File: config.mk
export PLATFORM = sky130hd
export DESIGN_NAME = sdmacTop
export DESIGN_NICKNAME = d
export VERILOG_FILES = /design/src/rtl/sdmac_pkg.sv /design/src/rtl/dmaRegisters.sv /design/src/rtl/dmaFifo.sv /design/src/rtl/scsiStateMachine.sv /design/src/rtl/busMasterStateMachine.sv /design/src/rtl/sdmacTop.sv
export VERILOG_INCLUDE_DIRS = /design/src /design/src/rtl
export SDC_FILE = /design/constraint.sdc
export NUM_CORES = 1
export LEC_CHECK = 0
export ABC_AREA = 1
export BUFFER_PORTS_ARGS = -buffer_cell sky130_fd_sc_hd__buf_4
export CAP_MARGIN = 20
export CELL_PAD_IN_SITES_DETAIL_PLACEMENT = 0
export CELL_PAD_IN_SITES_GLOBAL_PLACEMENT = 1
export CORE_MARGIN = 2
export CORE_UTILIZATION = 35
export CTS_CLUSTER_DIAMETER = 120
export DETAILED_ROUTE_END_ITERATION = 10
export MAX_ROUTING_LAYER = met4
export PLACE_DENSITY = 0.73
export SETUP_SLACK_MARGIN = 0.15
export SYNTH_ARGS = -nofsm -noshare
export SYNTH_HDL_FRONTEND = slang
export SYNTH_SLANG_ARGS = --single-unit
File: constraint.sdc
create_clock -name sclk_i -period 3.6 [get_ports sclk_i]
set_clock_uncertainty 0.1 [all_clocks]
set_input_delay 0.54 -clock sclk_i [delete_from_list [all_inputs] [get_ports sclk_i]]
set_output_delay 0.54 -clock sclk_i [all_outputs]
set_load 0.01 [all_outputs]
File: src/rtl/sdmac_consts.svh
//////////////////////////////
// SDMAC constants for FIFO depth, register map,
// control bit positions and peripheral strobe length
//////////////////////////////
`ifndef SDMAC_CONSTS_SVH
`define SDMAC_CONSTS_SVH

// Longword entries in the FIFO
`define SDMAC_FIFO_DEPTH     8

// IOR/IOW high time in sclk cycles
`define SDMAC_STROBE_CYCLES  3

// Register indices
`define REG_CONTROL          3'd0
`define REG_STATUS           3'd1
`define REG_LENGTH           3'd2  // Longword count
`define REG_ADDRESS          3'd3
`define REG_FLUSH            3'd4  // Write only, reads zero

// Control register bits
`define CTRL_DMAENA          0
`define CTRL_DMADIR          1     // Set for memory to SCSI
`define CTRL_INTENA          2

`endif

File: src/rtl/sdmac_pkg.sv
//////////////////////////////
// Shared SDMAC types, the request structs
// and the FIFO word union
//////////////////////////////
package sdmac_pkg;

    // CPU register port request
    typedef struct packed {
        logic        strobe;   // One cycle
        logic        write;
        logic [2:0]  addr;     // Register index
        logic [31:0] wdata;
    } regReq_t;

    // Bus master memory request
    typedef struct packed {
        logic        strobe;   // Held until ack
        logic        write;
        logic [31:0] addr;
        logic [31:0] wdata;
    } memReq_t;

    // Control register fields seen by both state machines
    typedef struct packed {
        logic dmaEna;
        logic dmaDir;          // 1 is memory to SCSI
        logic intEna;
    } dmaCtrl_t;

    typedef struct packed {
        logic empty;
        logic full;
        logic byteLast;        // Byte pointer on lane 3
    } fifoStatus_t;

    // One FIFO entry, whole longword or four byte lanes
    typedef union packed {
        logic [31:0]     longword;
        logic [3:0][7:0] bytes;  // Lane 0 is LSB and moves first
    } fifoWord_u;

endpackage

File: src/rtl/dmaRegisters.sv
//////////////////////////////
// CPU register file with control, status, length,
// address, flush command and interrupt latch
//////////////////////////////
`timescale 1ns/100ps
`include "sdmac_consts.svh"

module dmaRegisters (
    input  logic                   sclk_i,
    input  logic                   reset_i,
    input  sdmac_pkg::regReq_t     regReq_i,
    output logic [31:0]            regRData_o,
    output logic                   regAck_o,
    input  sdmac_pkg::fifoStatus_t fifoStatus_i,
    input  logic                   xferDone_i,
    input  logic                   dmaActive_i,
    output sdmac_pkg::dmaCtrl_t    dmaCtrl_o,
    output logic [15:0]            length_o,
    output logic [31:0]            address_o,
    output logic                   start_o,
    output logic                   flush_o,
    output logic                   int_o
);
    import sdmac_pkg::*;

    dmaCtrl_t    ctrlQ;
    logic        intPending;     // Completion latch
    logic        regWrite;
    logic        wrControl;
    logic        wrStatus;
    logic        wrLength;
    logic        wrAddress;
    logic        wrFlush;
    logic [31:0] ctrlWord;
    logic [31:0] statusWord;
    logic [31:0] readMux;

    assign regWrite  = regReq_i.strobe & regReq_i.write;
    assign wrControl = regWrite && (regReq_i.addr == `REG_CONTROL);
    assign wrStatus  = regWrite && (regReq_i.addr == `REG_STATUS);   // Clears interrupt
    assign wrLength  = regWrite && (regReq_i.addr == `REG_LENGTH);
    assign wrAddress = regWrite && (regReq_i.addr == `REG_ADDRESS);
    assign wrFlush   = regWrite && (regReq_i.addr == `REG_FLUSH);

    // Control fields back at their bit positions
    always_comb begin
        ctrlWord = '0;
        ctrlWord[`CTRL_DMAENA] = ctrlQ.dmaEna;
        ctrlWord[`CTRL_DMADIR] = ctrlQ.dmaDir;
        ctrlWord[`CTRL_INTENA] = ctrlQ.intEna;
    end

    assign statusWord = {28'd0, dmaActive_i, intPending, fifoStatus_i.full, fifoStatus_i.empty};

    always_comb begin
        case (regReq_i.addr)
            `REG_CONTROL: readMux = ctrlWord;
            `REG_STATUS:  readMux = statusWord;
            `REG_LENGTH:  readMux = {16'd0, length_o};
            `REG_ADDRESS: readMux = address_o;
            default:      readMux = '0;   // Flush and spare indices
        endcase
    end

    always_ff @(posedge sclk_i) begin
        if (reset_i) begin
            ctrlQ      <= '0;
            intPending <= 1'b0;
            regAck_o   <= 1'b0;
            start_o    <= 1'b0;
            flush_o    <= 1'b0;
        end else begin
            regAck_o <= regReq_i.strobe;            // Same latency for reads and writes
            start_o  <= wrLength && (regReq_i.wdata[15:0] != 16'd0) && ctrlQ.dmaEna;
            flush_o  <= wrFlush;
            if (wrControl) begin
                ctrlQ.dmaEna <= regReq_i.wdata[`CTRL_DMAENA];
                ctrlQ.dmaDir <= regReq_i.wdata[`CTRL_DMADIR];
                ctrlQ.intEna <= regReq_i.wdata[`CTRL_INTENA];
            end
            if (xferDone_i) begin
                intPending <= 1'b1;                 // Done beats a clear in the same cycle
            end else if (wrStatus) begin
                intPending <= 1'b0;
            end
        end
    end

    // Read data and transfer setup
    always_ff @(posedge sclk_i) begin
        if (regReq_i.strobe) regRData_o <= readMux;
        if (wrLength) length_o <= regReq_i.wdata[15:0];
        if (wrAddress) address_o <= regReq_i.wdata;
    end

    assign dmaCtrl_o = ctrlQ;
    assign int_o     = intPending & ctrlQ.intEna;

endmodule

File: src/rtl/dmaFifo.sv
//////////////////////////////
// Longword FIFO, byte lane packing on push
// and byte serving from the head word
//////////////////////////////
`timescale 1ns/100ps
`include "sdmac_consts.svh"

module dmaFifo (
    input  logic                   sclk_i,
    input  logic                   reset_i,
    input  logic                   flush_i,
    input  logic                   pushByte_i,
    input  logic [7:0]             byteIn_i,
    input  logic                   popByte_i,
    output logic [7:0]             byteOut_o,
    input  logic                   pushWord_i,
    input  logic [31:0]            wordIn_i,
    input  logic                   popWord_i,
    output logic [31:0]            wordOut_o,
    output sdmac_pkg::fifoStatus_t status_o
);
    import sdmac_pkg::*;

    localparam int Depth = `SDMAC_FIFO_DEPTH;
    localparam int PtrW  = $clog2(Depth);

    fifoWord_u       fifoMem [Depth];
    fifoWord_u       assembly;       // Lanes 0 to 2 of the word being packed
    fifoWord_u       headWord;
    fifoWord_u       newWord;
    logic [PtrW-1:0] wrPtr;
    logic [PtrW-1:0] rdPtr;
    logic [PtrW:0]   fillCount;
    logic [1:0]      bytePtr;        // Current lane
    logic            wordPush;
    logic            wordPop;

    assign headWord  = fifoMem[rdPtr];
    assign wordOut_o = headWord.longword;
    assign byteOut_o = headWord.bytes[bytePtr];   // Stable until the pop

    // A word moves when its lane 3 is pushed or consumed
    assign wordPush = pushWord_i | (pushByte_i & (bytePtr == 2'd3));
    assign wordPop  = popWord_i | (popByte_i & (bytePtr == 2'd3));

    always_comb begin
        newWord = assembly;
        newWord.bytes[3] = byteIn_i;         // Last lane goes straight in
        if (pushWord_i) begin
            newWord.longword = wordIn_i;
        end
    end

    always_ff @(posedge sclk_i) begin
        if (pushByte_i) assembly.bytes[bytePtr] <= byteIn_i;
        if (wordPush) fifoMem[wrPtr] <= newWord;
    end

    always_ff @(posedge sclk_i) begin
        if (reset_i || flush_i) begin
            wrPtr     <= '0;
            rdPtr     <= '0;
            fillCount <= '0;
            bytePtr   <= 2'd0;               // Next transfer restarts at lane 0
        end else begin
            if (wordPush) wrPtr <= wrPtr + PtrW'(1);
            if (wordPop) rdPtr <= rdPtr + PtrW'(1);
            fillCount <= fillCount + (PtrW+1)'(wordPush) - (PtrW+1)'(wordPop);
            if (pushByte_i || popByte_i) begin
                bytePtr <= bytePtr + 2'd1;   // Wraps after lane 3
            end
        end
    end

    assign status_o.empty    = (fillCount == '0);
    assign status_o.full     = (fillCount == (PtrW+1)'(Depth));
    assign status_o.byteLast = (bytePtr == 2'd3);

endmodule

File: src/rtl/scsiStateMachine.sv
//////////////////////////////
// Peripheral side byte engine with DREQ/DACK
// and IOR/IOW strobes
//////////////////////////////
`timescale 1ns/100ps
`include "sdmac_consts.svh"

module scsiStateMachine (
    input  logic                   sclk_i,
    input  logic                   reset_i,
    input  sdmac_pkg::dmaCtrl_t    dmaCtrl_i,
    input  sdmac_pkg::fifoStatus_t fifoStatus_i,
    input  logic                   dreq_i,
    output logic                   dack_o,
    output logic                   ior_o,
    output logic                   iow_o,
    input  logic [7:0]             pdData_i,
    output logic [7:0]             pdData_o,
    input  logic [7:0]             byteIn_i,
    output logic [7:0]             byteOut_o,
    output logic                   pushByte_o,
    output logic                   popByte_o
);
    import sdmac_pkg::*;

    localparam int StrobeLast = `SDMAC_STROBE_CYCLES - 1;

    typedef enum logic [1:0] {
        ScsiIdle,
        ScsiStrobe,
        ScsiRecover
    } scsiState_t;

    scsiState_t state;
    logic [1:0] strobeCnt;   // Cycles into the strobe
    logic       dirQ;        // Direction of the byte in flight
    logic       byteOk;
    logic       startByte;
    logic       strobeEnd;

    // Room in the FIFO or a byte to send
    assign byteOk = dmaCtrl_i.dmaEna & dreq_i &
                    (dmaCtrl_i.dmaDir ? ~fifoStatus_i.empty : ~fifoStatus_i.full);
    assign startByte = ((state == ScsiIdle) || (state == ScsiRecover)) && byteOk;
    assign strobeEnd = (state == ScsiStrobe) && (strobeCnt == 2'(StrobeLast));

    always_ff @(posedge sclk_i) begin
        if (reset_i) begin
            state     <= ScsiIdle;
            strobeCnt <= 2'd0;
            dirQ      <= 1'b0;
        end else begin
            case (state)
                ScsiIdle, ScsiRecover: begin  // Recover is the idle cycle between bytes
                    state <= ScsiIdle;
                    if (startByte) begin
                        state     <= ScsiStrobe;
                        strobeCnt <= 2'd0;
                        dirQ      <= dmaCtrl_i.dmaDir;
                    end
                end
                ScsiStrobe: begin
                    if (strobeEnd) begin
                        state <= ScsiRecover;
                    end else begin
                        strobeCnt <= strobeCnt + 2'd1;
                    end
                end
                default: state <= ScsiIdle;
            endcase
        end
    end

    // Outgoing byte held for the whole IOW cycle
    always_ff @(posedge sclk_i) begin
        if (startByte) pdData_o <= byteIn_i;
    end

    assign dack_o = (state == ScsiStrobe);
    assign ior_o  = dack_o & ~dirQ;   // SCSI to memory
    assign iow_o  = dack_o & dirQ;

    // Device data taken on the last strobe cycle
    assign byteOut_o  = pdData_i;
    assign pushByte_o = strobeEnd & ~dirQ;
    assign popByte_o  = strobeEnd & dirQ;

endmodule

File: src/rtl/busMasterStateMachine.sv
//////////////////////////////
// Bus master with request and grant,
// longword transfers, address and count
//////////////////////////////
`timescale 1ns/100ps

module busMasterStateMachine (
    input  logic                   sclk_i,
    input  logic                   reset_i,
    input  sdmac_pkg::dmaCtrl_t    dmaCtrl_i,
    input  logic                   start_i,
    input  logic [15:0]            length_i,
    input  logic [31:0]            address_i,
    input  sdmac_pkg::fifoStatus_t fifoStatus_i,
    input  logic [31:0]            wordIn_i,
    output logic [31:0]            wordOut_o,
    output logic                   pushWord_o,
    output logic                   popWord_o,
    output logic                   br_o,
    input  logic                   bg_i,
    output sdmac_pkg::memReq_t     memReq_o,
    input  logic [31:0]            memRData_i,
    input  logic                   memAck_i,
    output logic                   dmaActive_o,
    output logic                   xferDone_o
);
    import sdmac_pkg::*;

    typedef enum logic [2:0] {
        BmIdle,
        BmArb,      // Wait for grant and FIFO
        BmReq,      // Request out until ack
        BmGap,      // Request low for a cycle
        BmDrain     // Memory to SCSI tail
    } bmState_t;

    bmState_t    state;
    logic [15:0] wordCount;   // Longwords left
    logic [31:0] nextAddr;
    logic        fifoOk;
    logic        memDone;

    assign fifoOk  = dmaCtrl_i.dmaDir ? ~fifoStatus_i.full : ~fifoStatus_i.empty;
    assign memDone = (state == BmReq) && memAck_i;

    always_ff @(posedge sclk_i) begin
        if (reset_i) begin
            state      <= BmIdle;
            wordCount  <= 16'd0;
            xferDone_o <= 1'b0;
        end else begin
            xferDone_o <= 1'b0;
            if (start_i) begin
                state     <= BmArb;
                wordCount <= length_i;
            end else begin
                case (state)
                    BmArb: begin
                        if (!dmaCtrl_i.dmaEna) begin
                            state <= BmIdle;     // Abort
                        end else if (wordCount == 16'd0) begin
                            state <= dmaCtrl_i.dmaDir ? BmDrain : BmIdle;
                        end else if (bg_i && fifoOk) begin
                            state <= BmReq;
                        end
                    end
                    BmReq: begin
                        if (memAck_i) begin
                            state     <= BmGap;
                            wordCount <= wordCount - 16'd1;
                            // Final write ack ends SCSI to memory
                            xferDone_o <= !dmaCtrl_i.dmaDir && (wordCount == 16'd1);
                        end
                    end
                    BmGap: state <= BmArb;
                    BmDrain: begin
                        if (fifoStatus_i.empty) begin   // Last byte gone to the device
                            state      <= BmIdle;
                            xferDone_o <= 1'b1;
                        end else if (!dmaCtrl_i.dmaEna) begin
                            state <= BmIdle;
                        end
                    end
                    default: state <= BmIdle;
                endcase
            end
        end
    end

    // Address walks by one longword per ack
    always_ff @(posedge sclk_i) begin
        if (start_i) begin
            nextAddr <= address_i;
        end else if (memDone) begin
            nextAddr <= nextAddr + 32'd4;
        end
    end

    assign br_o = (state == BmReq) ||
                  (((state == BmArb) || (state == BmGap)) && (wordCount != 16'd0));

    always_comb begin
        memReq_o.strobe = (state == BmReq) & bg_i;    // Never without grant
        memReq_o.write  = ~dmaCtrl_i.dmaDir;
        memReq_o.addr   = nextAddr;
        memReq_o.wdata  = wordIn_i;                   // FIFO head
    end

    assign wordOut_o   = memRData_i;   // Read data in the ack cycle
    assign pushWord_o  = memDone & dmaCtrl_i.dmaDir;
    assign popWord_o   = memDone & ~dmaCtrl_i.dmaDir;
    assign dmaActive_o = (state != BmIdle);

endmodule

File: src/rtl/sdmacTop.sv
//////////////////////////////
// SDMAC top with registers, FIFO
// and both state machines
//////////////////////////////
`timescale 1ns/100ps

module sdmacTop (
    input  logic               sclk_i,
    input  logic               reset_i,
    input  sdmac_pkg::regReq_t regReq_i,
    output logic [31:0]        regRData_o,
    output logic               regAck_o,
    output logic               int_o,
    output logic               br_o,
    input  logic               bg_i,
    output sdmac_pkg::memReq_t memReq_o,
    input  logic [31:0]        memRData_i,
    input  logic               memAck_i,
    input  logic               dreq_i,
    output logic               dack_o,
    output logic               ior_o,
    output logic               iow_o,
    input  logic [7:0]         pdData_i,
    output logic [7:0]         pdData_o
);
    import sdmac_pkg::*;

    dmaCtrl_t    dmaCtrl;
    fifoStatus_t fifoStatus;
    logic [15:0] length;
    logic [31:0] address;
    logic        start;
    logic        flush;
    logic        xferDone;
    logic        dmaActive;
    logic [7:0]  scsiToFifo;   // Byte from the device
    logic [7:0]  fifoToScsi;   // Head byte for the device
    logic        pushByte;
    logic        popByte;
    logic [31:0] memToFifo;
    logic [31:0] fifoToMem;
    logic        pushWord;
    logic        popWord;

    dmaRegisters u_registers (
        .sclk_i       (sclk_i),
        .reset_i      (reset_i),
        .regReq_i     (regReq_i),
        .regRData_o   (regRData_o),
        .regAck_o     (regAck_o),
        .fifoStatus_i (fifoStatus),
        .xferDone_i   (xferDone),
        .dmaActive_i  (dmaActive),
        .dmaCtrl_o    (dmaCtrl),
        .length_o     (length),
        .address_o    (address),
        .start_o      (start),
        .flush_o      (flush),
        .int_o        (int_o)
    );

    dmaFifo u_fifo (
        .sclk_i     (sclk_i),
        .reset_i    (reset_i),
        .flush_i    (flush),
        .pushByte_i (pushByte),
        .byteIn_i   (scsiToFifo),
        .popByte_i  (popByte),
        .byteOut_o  (fifoToScsi),
        .pushWord_i (pushWord),
        .wordIn_i   (memToFifo),
        .popWord_i  (popWord),
        .wordOut_o  (fifoToMem),
        .status_o   (fifoStatus)
    );

    scsiStateMachine u_scsiSm (
        .sclk_i       (sclk_i),
        .reset_i      (reset_i),
        .dmaCtrl_i    (dmaCtrl),
        .fifoStatus_i (fifoStatus),
        .dreq_i       (dreq_i),
        .dack_o       (dack_o),
        .ior_o        (ior_o),
        .iow_o        (iow_o),
        .pdData_i     (pdData_i),
        .pdData_o     (pdData_o),
        .byteIn_i     (fifoToScsi),
        .byteOut_o    (scsiToFifo),
        .pushByte_o   (pushByte),
        .popByte_o    (popByte)
    );

    busMasterStateMachine u_busSm (
        .sclk_i       (sclk_i),
        .reset_i      (reset_i),
        .dmaCtrl_i    (dmaCtrl),
        .start_i      (start),
        .length_i     (length),
        .address_i    (address),
        .fifoStatus_i (fifoStatus),
        .wordIn_i     (fifoToMem),
        .wordOut_o    (memToFifo),
        .pushWord_o   (pushWord),
        .popWord_o    (popWord),
        .br_o         (br_o),
        .bg_i         (bg_i),
        .memReq_o     (memReq_o),
        .memRData_i   (memRData_i),
        .memAck_i     (memAck_i),
        .dmaActive_o  (dmaActive),
        .xferDone_o   (xferDone)
    );

endmodule

Word-level counts from Yosys, hierarchy flattened
Memories as Yosys holds them, arrays and structs flattened. A register that Yosys moved wholly into a read port is not among the register bits.
Index checks and enable logic that the tools add are counted.
- add/sub/neg operators: 8
- order comparisons: 2
- equal/unequal tests: 23
- mux-type cells: 38
- bitwise operators: 19
- reductions and logical operators: 39
- operators by type and width (kind ; number):
    $pmux W32 S4 ; 1
    $mux W32 ; 3
    $mux W16 ; 3
    $add A32 B3 Y32 const B ; 1
    $bwmux W32 ; 1
    $reduce_bool A16 Y1 ; 2
    $mux W3 ; 9
    $bmux W8 S2 ; 1
    $demux W8 S2 ; 1
    $eq A16 B1 Y1 const B ; 1
    $logic_not A16 Y1 ; 1
    $mux W8 ; 2
    $sub A16 B1 Y16 const B ; 1
    $logic_and A1 B1 Y1 ; 14
    $and A1 B1 Y1 ; 13
    $eq A3 B2 Y1 const B ; 4
    $pmux W3 S4 ; 1
    $mux W1 ; 10
    $reduce_bool A2 Y1 ; 5
    $reduce_and A3 Y1 ; 3
    $pmux W2 S2 ; 2
    $add A3 B1 Y3 const B ; 2
    $eq A2 B2 Y1 const B ; 3
    $eq A3 B1 Y1 const B ; 2
    other kinds (27) ; 43
- flip-flop bits (word level): 196
- bits in writable memories: 256
- bits of input ports: 82
- output and inout port bits: 112
- logic and storage cells: 154
- memories kept: 1
- memories (memory ; depth ; bits a word ; rd ports ; clocked after memory_dff ; wr ports ; RTL line ; text):
    u_fifo.fifoMem ; 8 ; 32 ; 1 ; 1 ; 1 ; dmaFifo.sv:27 ; fifoWord_u fifoMem [Depth];

Depth between registers and ports, before layout
- depth in word-level cells: 9
- depth in mapped cells: 12
- mapped depth without buffers: 12

By module
A second synthesis with hierarchy kept.
- cells, all modules: 2123
- area total of the unflattened synthesis: 20870.0 sq um
- by module, submodules not included (module ; instances ; cells an instance ; area each (sq um) ; seq. area each (sq um)):
    dmaFifo ; 1 ; 1235 ; 13050.0 ; 8708.4
    busMasterStateMachine ; 1 ; 580 ; 4045.1 ; 1361.3
    dmaRegisters ; 1 ; 246 ; 3170.5 ; 2542.4
    scsiStateMachine ; 1 ; 62 ; 604.3 ; 340.3

Worst setup path before layout
OpenSTA, ideal clock, no wires.
- path type: input port to flip-flop
- start: input memAck_i
- end: memory u_fifo.fifoMem[0][0] (netlist name), enable pin
- setup time: 0.421 ns
- arrival time: 2.575 ns
- data required time: 3.079 ns
- setup slack: 0.504 ns
- cell stages on the path: 7
- path buffers: 0
- cells stage by stage: inv_1 nor2_4 nand2_2 nand2_2 inv_2 or2_4 nor2_1
- word-level cells in the longest chain between the ends: 5
- RTL lines (what ; RTL line ; text):
    from (decl) ; sdmacTop.sv:18 ; input logic memAck_i,
    $logic_and A1 B1 Y1 ; busMasterStateMachine.sv:44 ; assign memDone = (state == BmReq) && memAck_i;
    $and A1 B1 Y1 ; busMasterStateMachine.sv:110 ; assign pushWord_o = memDone & dmaCtrl_i.dmaDir;
    $or A1 B1 Y1 ; dmaFifo.sv:43 ; assign wordPush = pushWord_i | (pushByte_i & (bytePtr == 2'd3));
    via u_fifo.wordPush ; dmaFifo.sv:35 ; logic wordPush;
    $mux W1 ; dmaFifo.sv:56 ; if (wordPush) fifoMem[wrPtr] <= newWord;
    $mux W1 (not written as such) ; dmaFifo.sv:56 ;
    to (decl) ; dmaFifo.sv:27 ;
The timed path passes the listed nets, and every way through them passes these cells.

==> flow_summary.toml <==
[run_status]
status = "complete, no violations"

[cts]
clock-root-buffer = "clkbuf_16"
numCtsBuffers = 47
ctsLongestPathBuffers = 3
post_cts_buffers = 0
cts_sinks = 447
cts_resized = 0
clkLatencyLatePin_ns = 0.60
cts_tree = "built"
clk_pin_slew_ns = 0.07
h-tree-depth = 2

[detailed_routing]
first_pass_iters = 5
drt-total-wl_um = 52400
ant_nets = 0
drt_iter0_markers = 1106
vias_per_cell = 4.93
wl_per_cell_um = 18.8
drc = 0
vias = 13800

[timing]
slew_violations = 0
setup_slack_ns = 0.363
tns_ns = 0
tightest_slew_ns = 1.09
relSlewSlack_pct = 27.3
post-route-min-period_ns = 3.24
period_share_pct = 89.9
hold_violations = 0
rsz0062_at_grt = "false"
fmax_mhz = 309
finalSetupViolations = 0

[die]
die_h_um = 240
ioPinCount = 194
die_w_um = 240
start_util_pct = 35.4
core_area_um2 = 55000
die-area_um2 = 57400
fp-row-count = 86

[job]
cap_violations = 0

[worst_setup_path]
crit_slowest_cell = "buf_4"
worstSetupStartpointType = "flop"
cp_slowest_stage_delay_ns = 0.78
crit_top_cell = "buf_4"
crit_required_ns = 2.96
crit_arrival_ns = 2.60
cp_cell_sequence = "buf_4 > o21ai_0 > o211ai_1 > and2_1 > buf_4"
worstReg2RegStart = "u_fifo.bytePtr[1]$_SDFFE_PP0P_"
crit_type = "reg2out"
path_max_fanout = 88
cp-end-kind = "output pin"

[finish]
fillers = 5173
layout.cells.most_common = "edfxtp_1"
final_util_pct = 42.7
mostFrequentLayoutCells = "400 x edfxtp_1, 331 x nor2_1, 278 x nand2_1"
area.growth.synth_to_final_pct = 20.7
final_nets = 2106
drive_above_1_share_pct = 17.0

[synthesis]
yosysSeqAreaShare_pct = 66.6
netlist_area_um2 = 19400
yosys_register_bits = 447
syn_area_per_cell_um2 = 10.8
syn_inst = 1796
syn-num-nets = 1895
synth-main-ff-cell = "edfxtp_1"
ys_types = 48
ys.warnings.count = 0
synthArstFlopShare_pct = 0
synth-edff-count = 400

[power_and_ir_drop]
p_leak_nw = 8.81
powerDensity_nw_per_um2 = 457
peakVddDrop_uv = 298

[placed_design]
gp_congestion = 0.872
io_buffer_count = 193
hpwl_um = 33100
post-place-ws_ns = 0.978

[min_path]
min_path_type = "in2reg"
hp-start = "regReq_i[13]"

[global_route]
antenna_found_initial = 1
grt_use_total_pct = 18.8
grt_first_pass_wirelength_um = 78900
grt_max_degree = 121
grt_pass1_vias = 13500
grt_overflow = 0
## sequential cells by signal (all words and copies together), names as in the netlist, named ones only
register	cells
u_busSm.nextAddr	32
u_busSm.state	3
u_busSm.wordCount	16
u_busSm.xferDone_o	1
u_fifo.assembly	24
u_fifo.bytePtr	2
u_fifo.fifoMem	256
u_fifo.fillCount	4
u_fifo.rdPtr	3
u_fifo.wrPtr	3
u_registers.address_o	32
u_registers.dmaCtrl_o	3
u_registers.flush_o	1
u_registers.intPending	1
u_registers.length_o	16
u_registers.regAck_o	1
u_registers.regRData_o	32
u_registers.start_o	1
u_scsiSm.dirQ	1
u_scsiSm.pdData_o	8
u_scsiSm.state	2
u_scsiSm.strobeCnt	2
## power breakdown
group          internal, mW  total (mW)  switching (mW)
registers              5.63        5.64          0.0127
clock network          2.80        4.85            2.05
logic                 0.107       0.232           0.125
total                  8.54        10.7            2.19
## area by class of cell
type	count	area [um2]	area share, %
multi-input cells	1131	5630	24.0
flip-flops and latches	447	13000	55.2
well taps	748	936	3.99
diodes	1	2.50	0.0107
clock buffers	62	1230	5.25
repair buffers	235	1850	7.90
clock inverters	24	304	1.30
inverters	145	544	2.32
## cells in the mapped netlist (all sizes together), types with 26 or more instances
library cell | instances | area (um2)
a21oi | 30 | 154
and2 | 26 | 163
buf | 44 | 263
clkbuf | 29 | 111
dfxtp | 47 | 941
edfxtp | 400 | 12000
inv | 143 | 537
mux2 | 32 | 360
nand2 | 284 | 1090
nand3 | 113 | 578
nor2 | 348 | 1350
o21ai | 173 | 866
## cell families after synthesis
family | after synthesis | share of synthesized area [%]
buf+inv | 218 | 4.72
fa+ha+maj | 17 | 1.13
mux | 32 | 1.85
flops | 447 | 66.6
xor+xnor | 19 | 0.856
simple gates | 807 | 17.6
compound gates | 256 | 7.21
## layer usage
layer  vias up  track usage, %  routed length [um]
li1       6598               -                   -
met1      6638            24.7               22900
met2       464            29.6               24500
met3        68            3.47                3730
met4         0            5.38                1320
met5         -               -                   0
## through the flow
stage | cell area [um2] | total power, mW | hold WS [ns] | instances
2_1_floorplan | 19400 | 5.81 | 0.316 | 1796
3_3_place_gp | 21800 | 5.97 | 0.354 | 2690
3_5_place_dp | 21800 | 5.97 | 0.373 | 2690
4_1_cts | 23500 | 10.8 | 0.00460 | 2792
5_1_grt | 23500 | 11.1 | 0.0122 | 2793
6_report | 23500 | 10.7 | 0.0333 | 2793
## final timing paths
check	endpoint	slack (ns)	cells after the start
setup / recovery	memReq_o[12]	0.36	5
hold / removal	u_registers.address_o[13]$_DFFE_PP_	0.03	1
setup reg to reg	u_fifo.fillCount[2]$_SDFF_PP0_	1.05	10
hold reg to reg	u_registers.intPending$_SDFFE_PP0P_	0.37	2
## worst max-delay path, delay by kind of cell, from the launching register on
kind                   cells  cell delay (ns)
AOI/OAI and AO/OA          2             0.51
buffers and inverters      2             0.92
DFF                        1             0.32
and+or+nand+nor            1             0.21
## timing repair
action	4_1_cts	5_1_grt
setup endpoints to repair	0	0
hold buffers	16	0
hold endpoints to repair	16	0
Power figures use the tool's default switching activity.
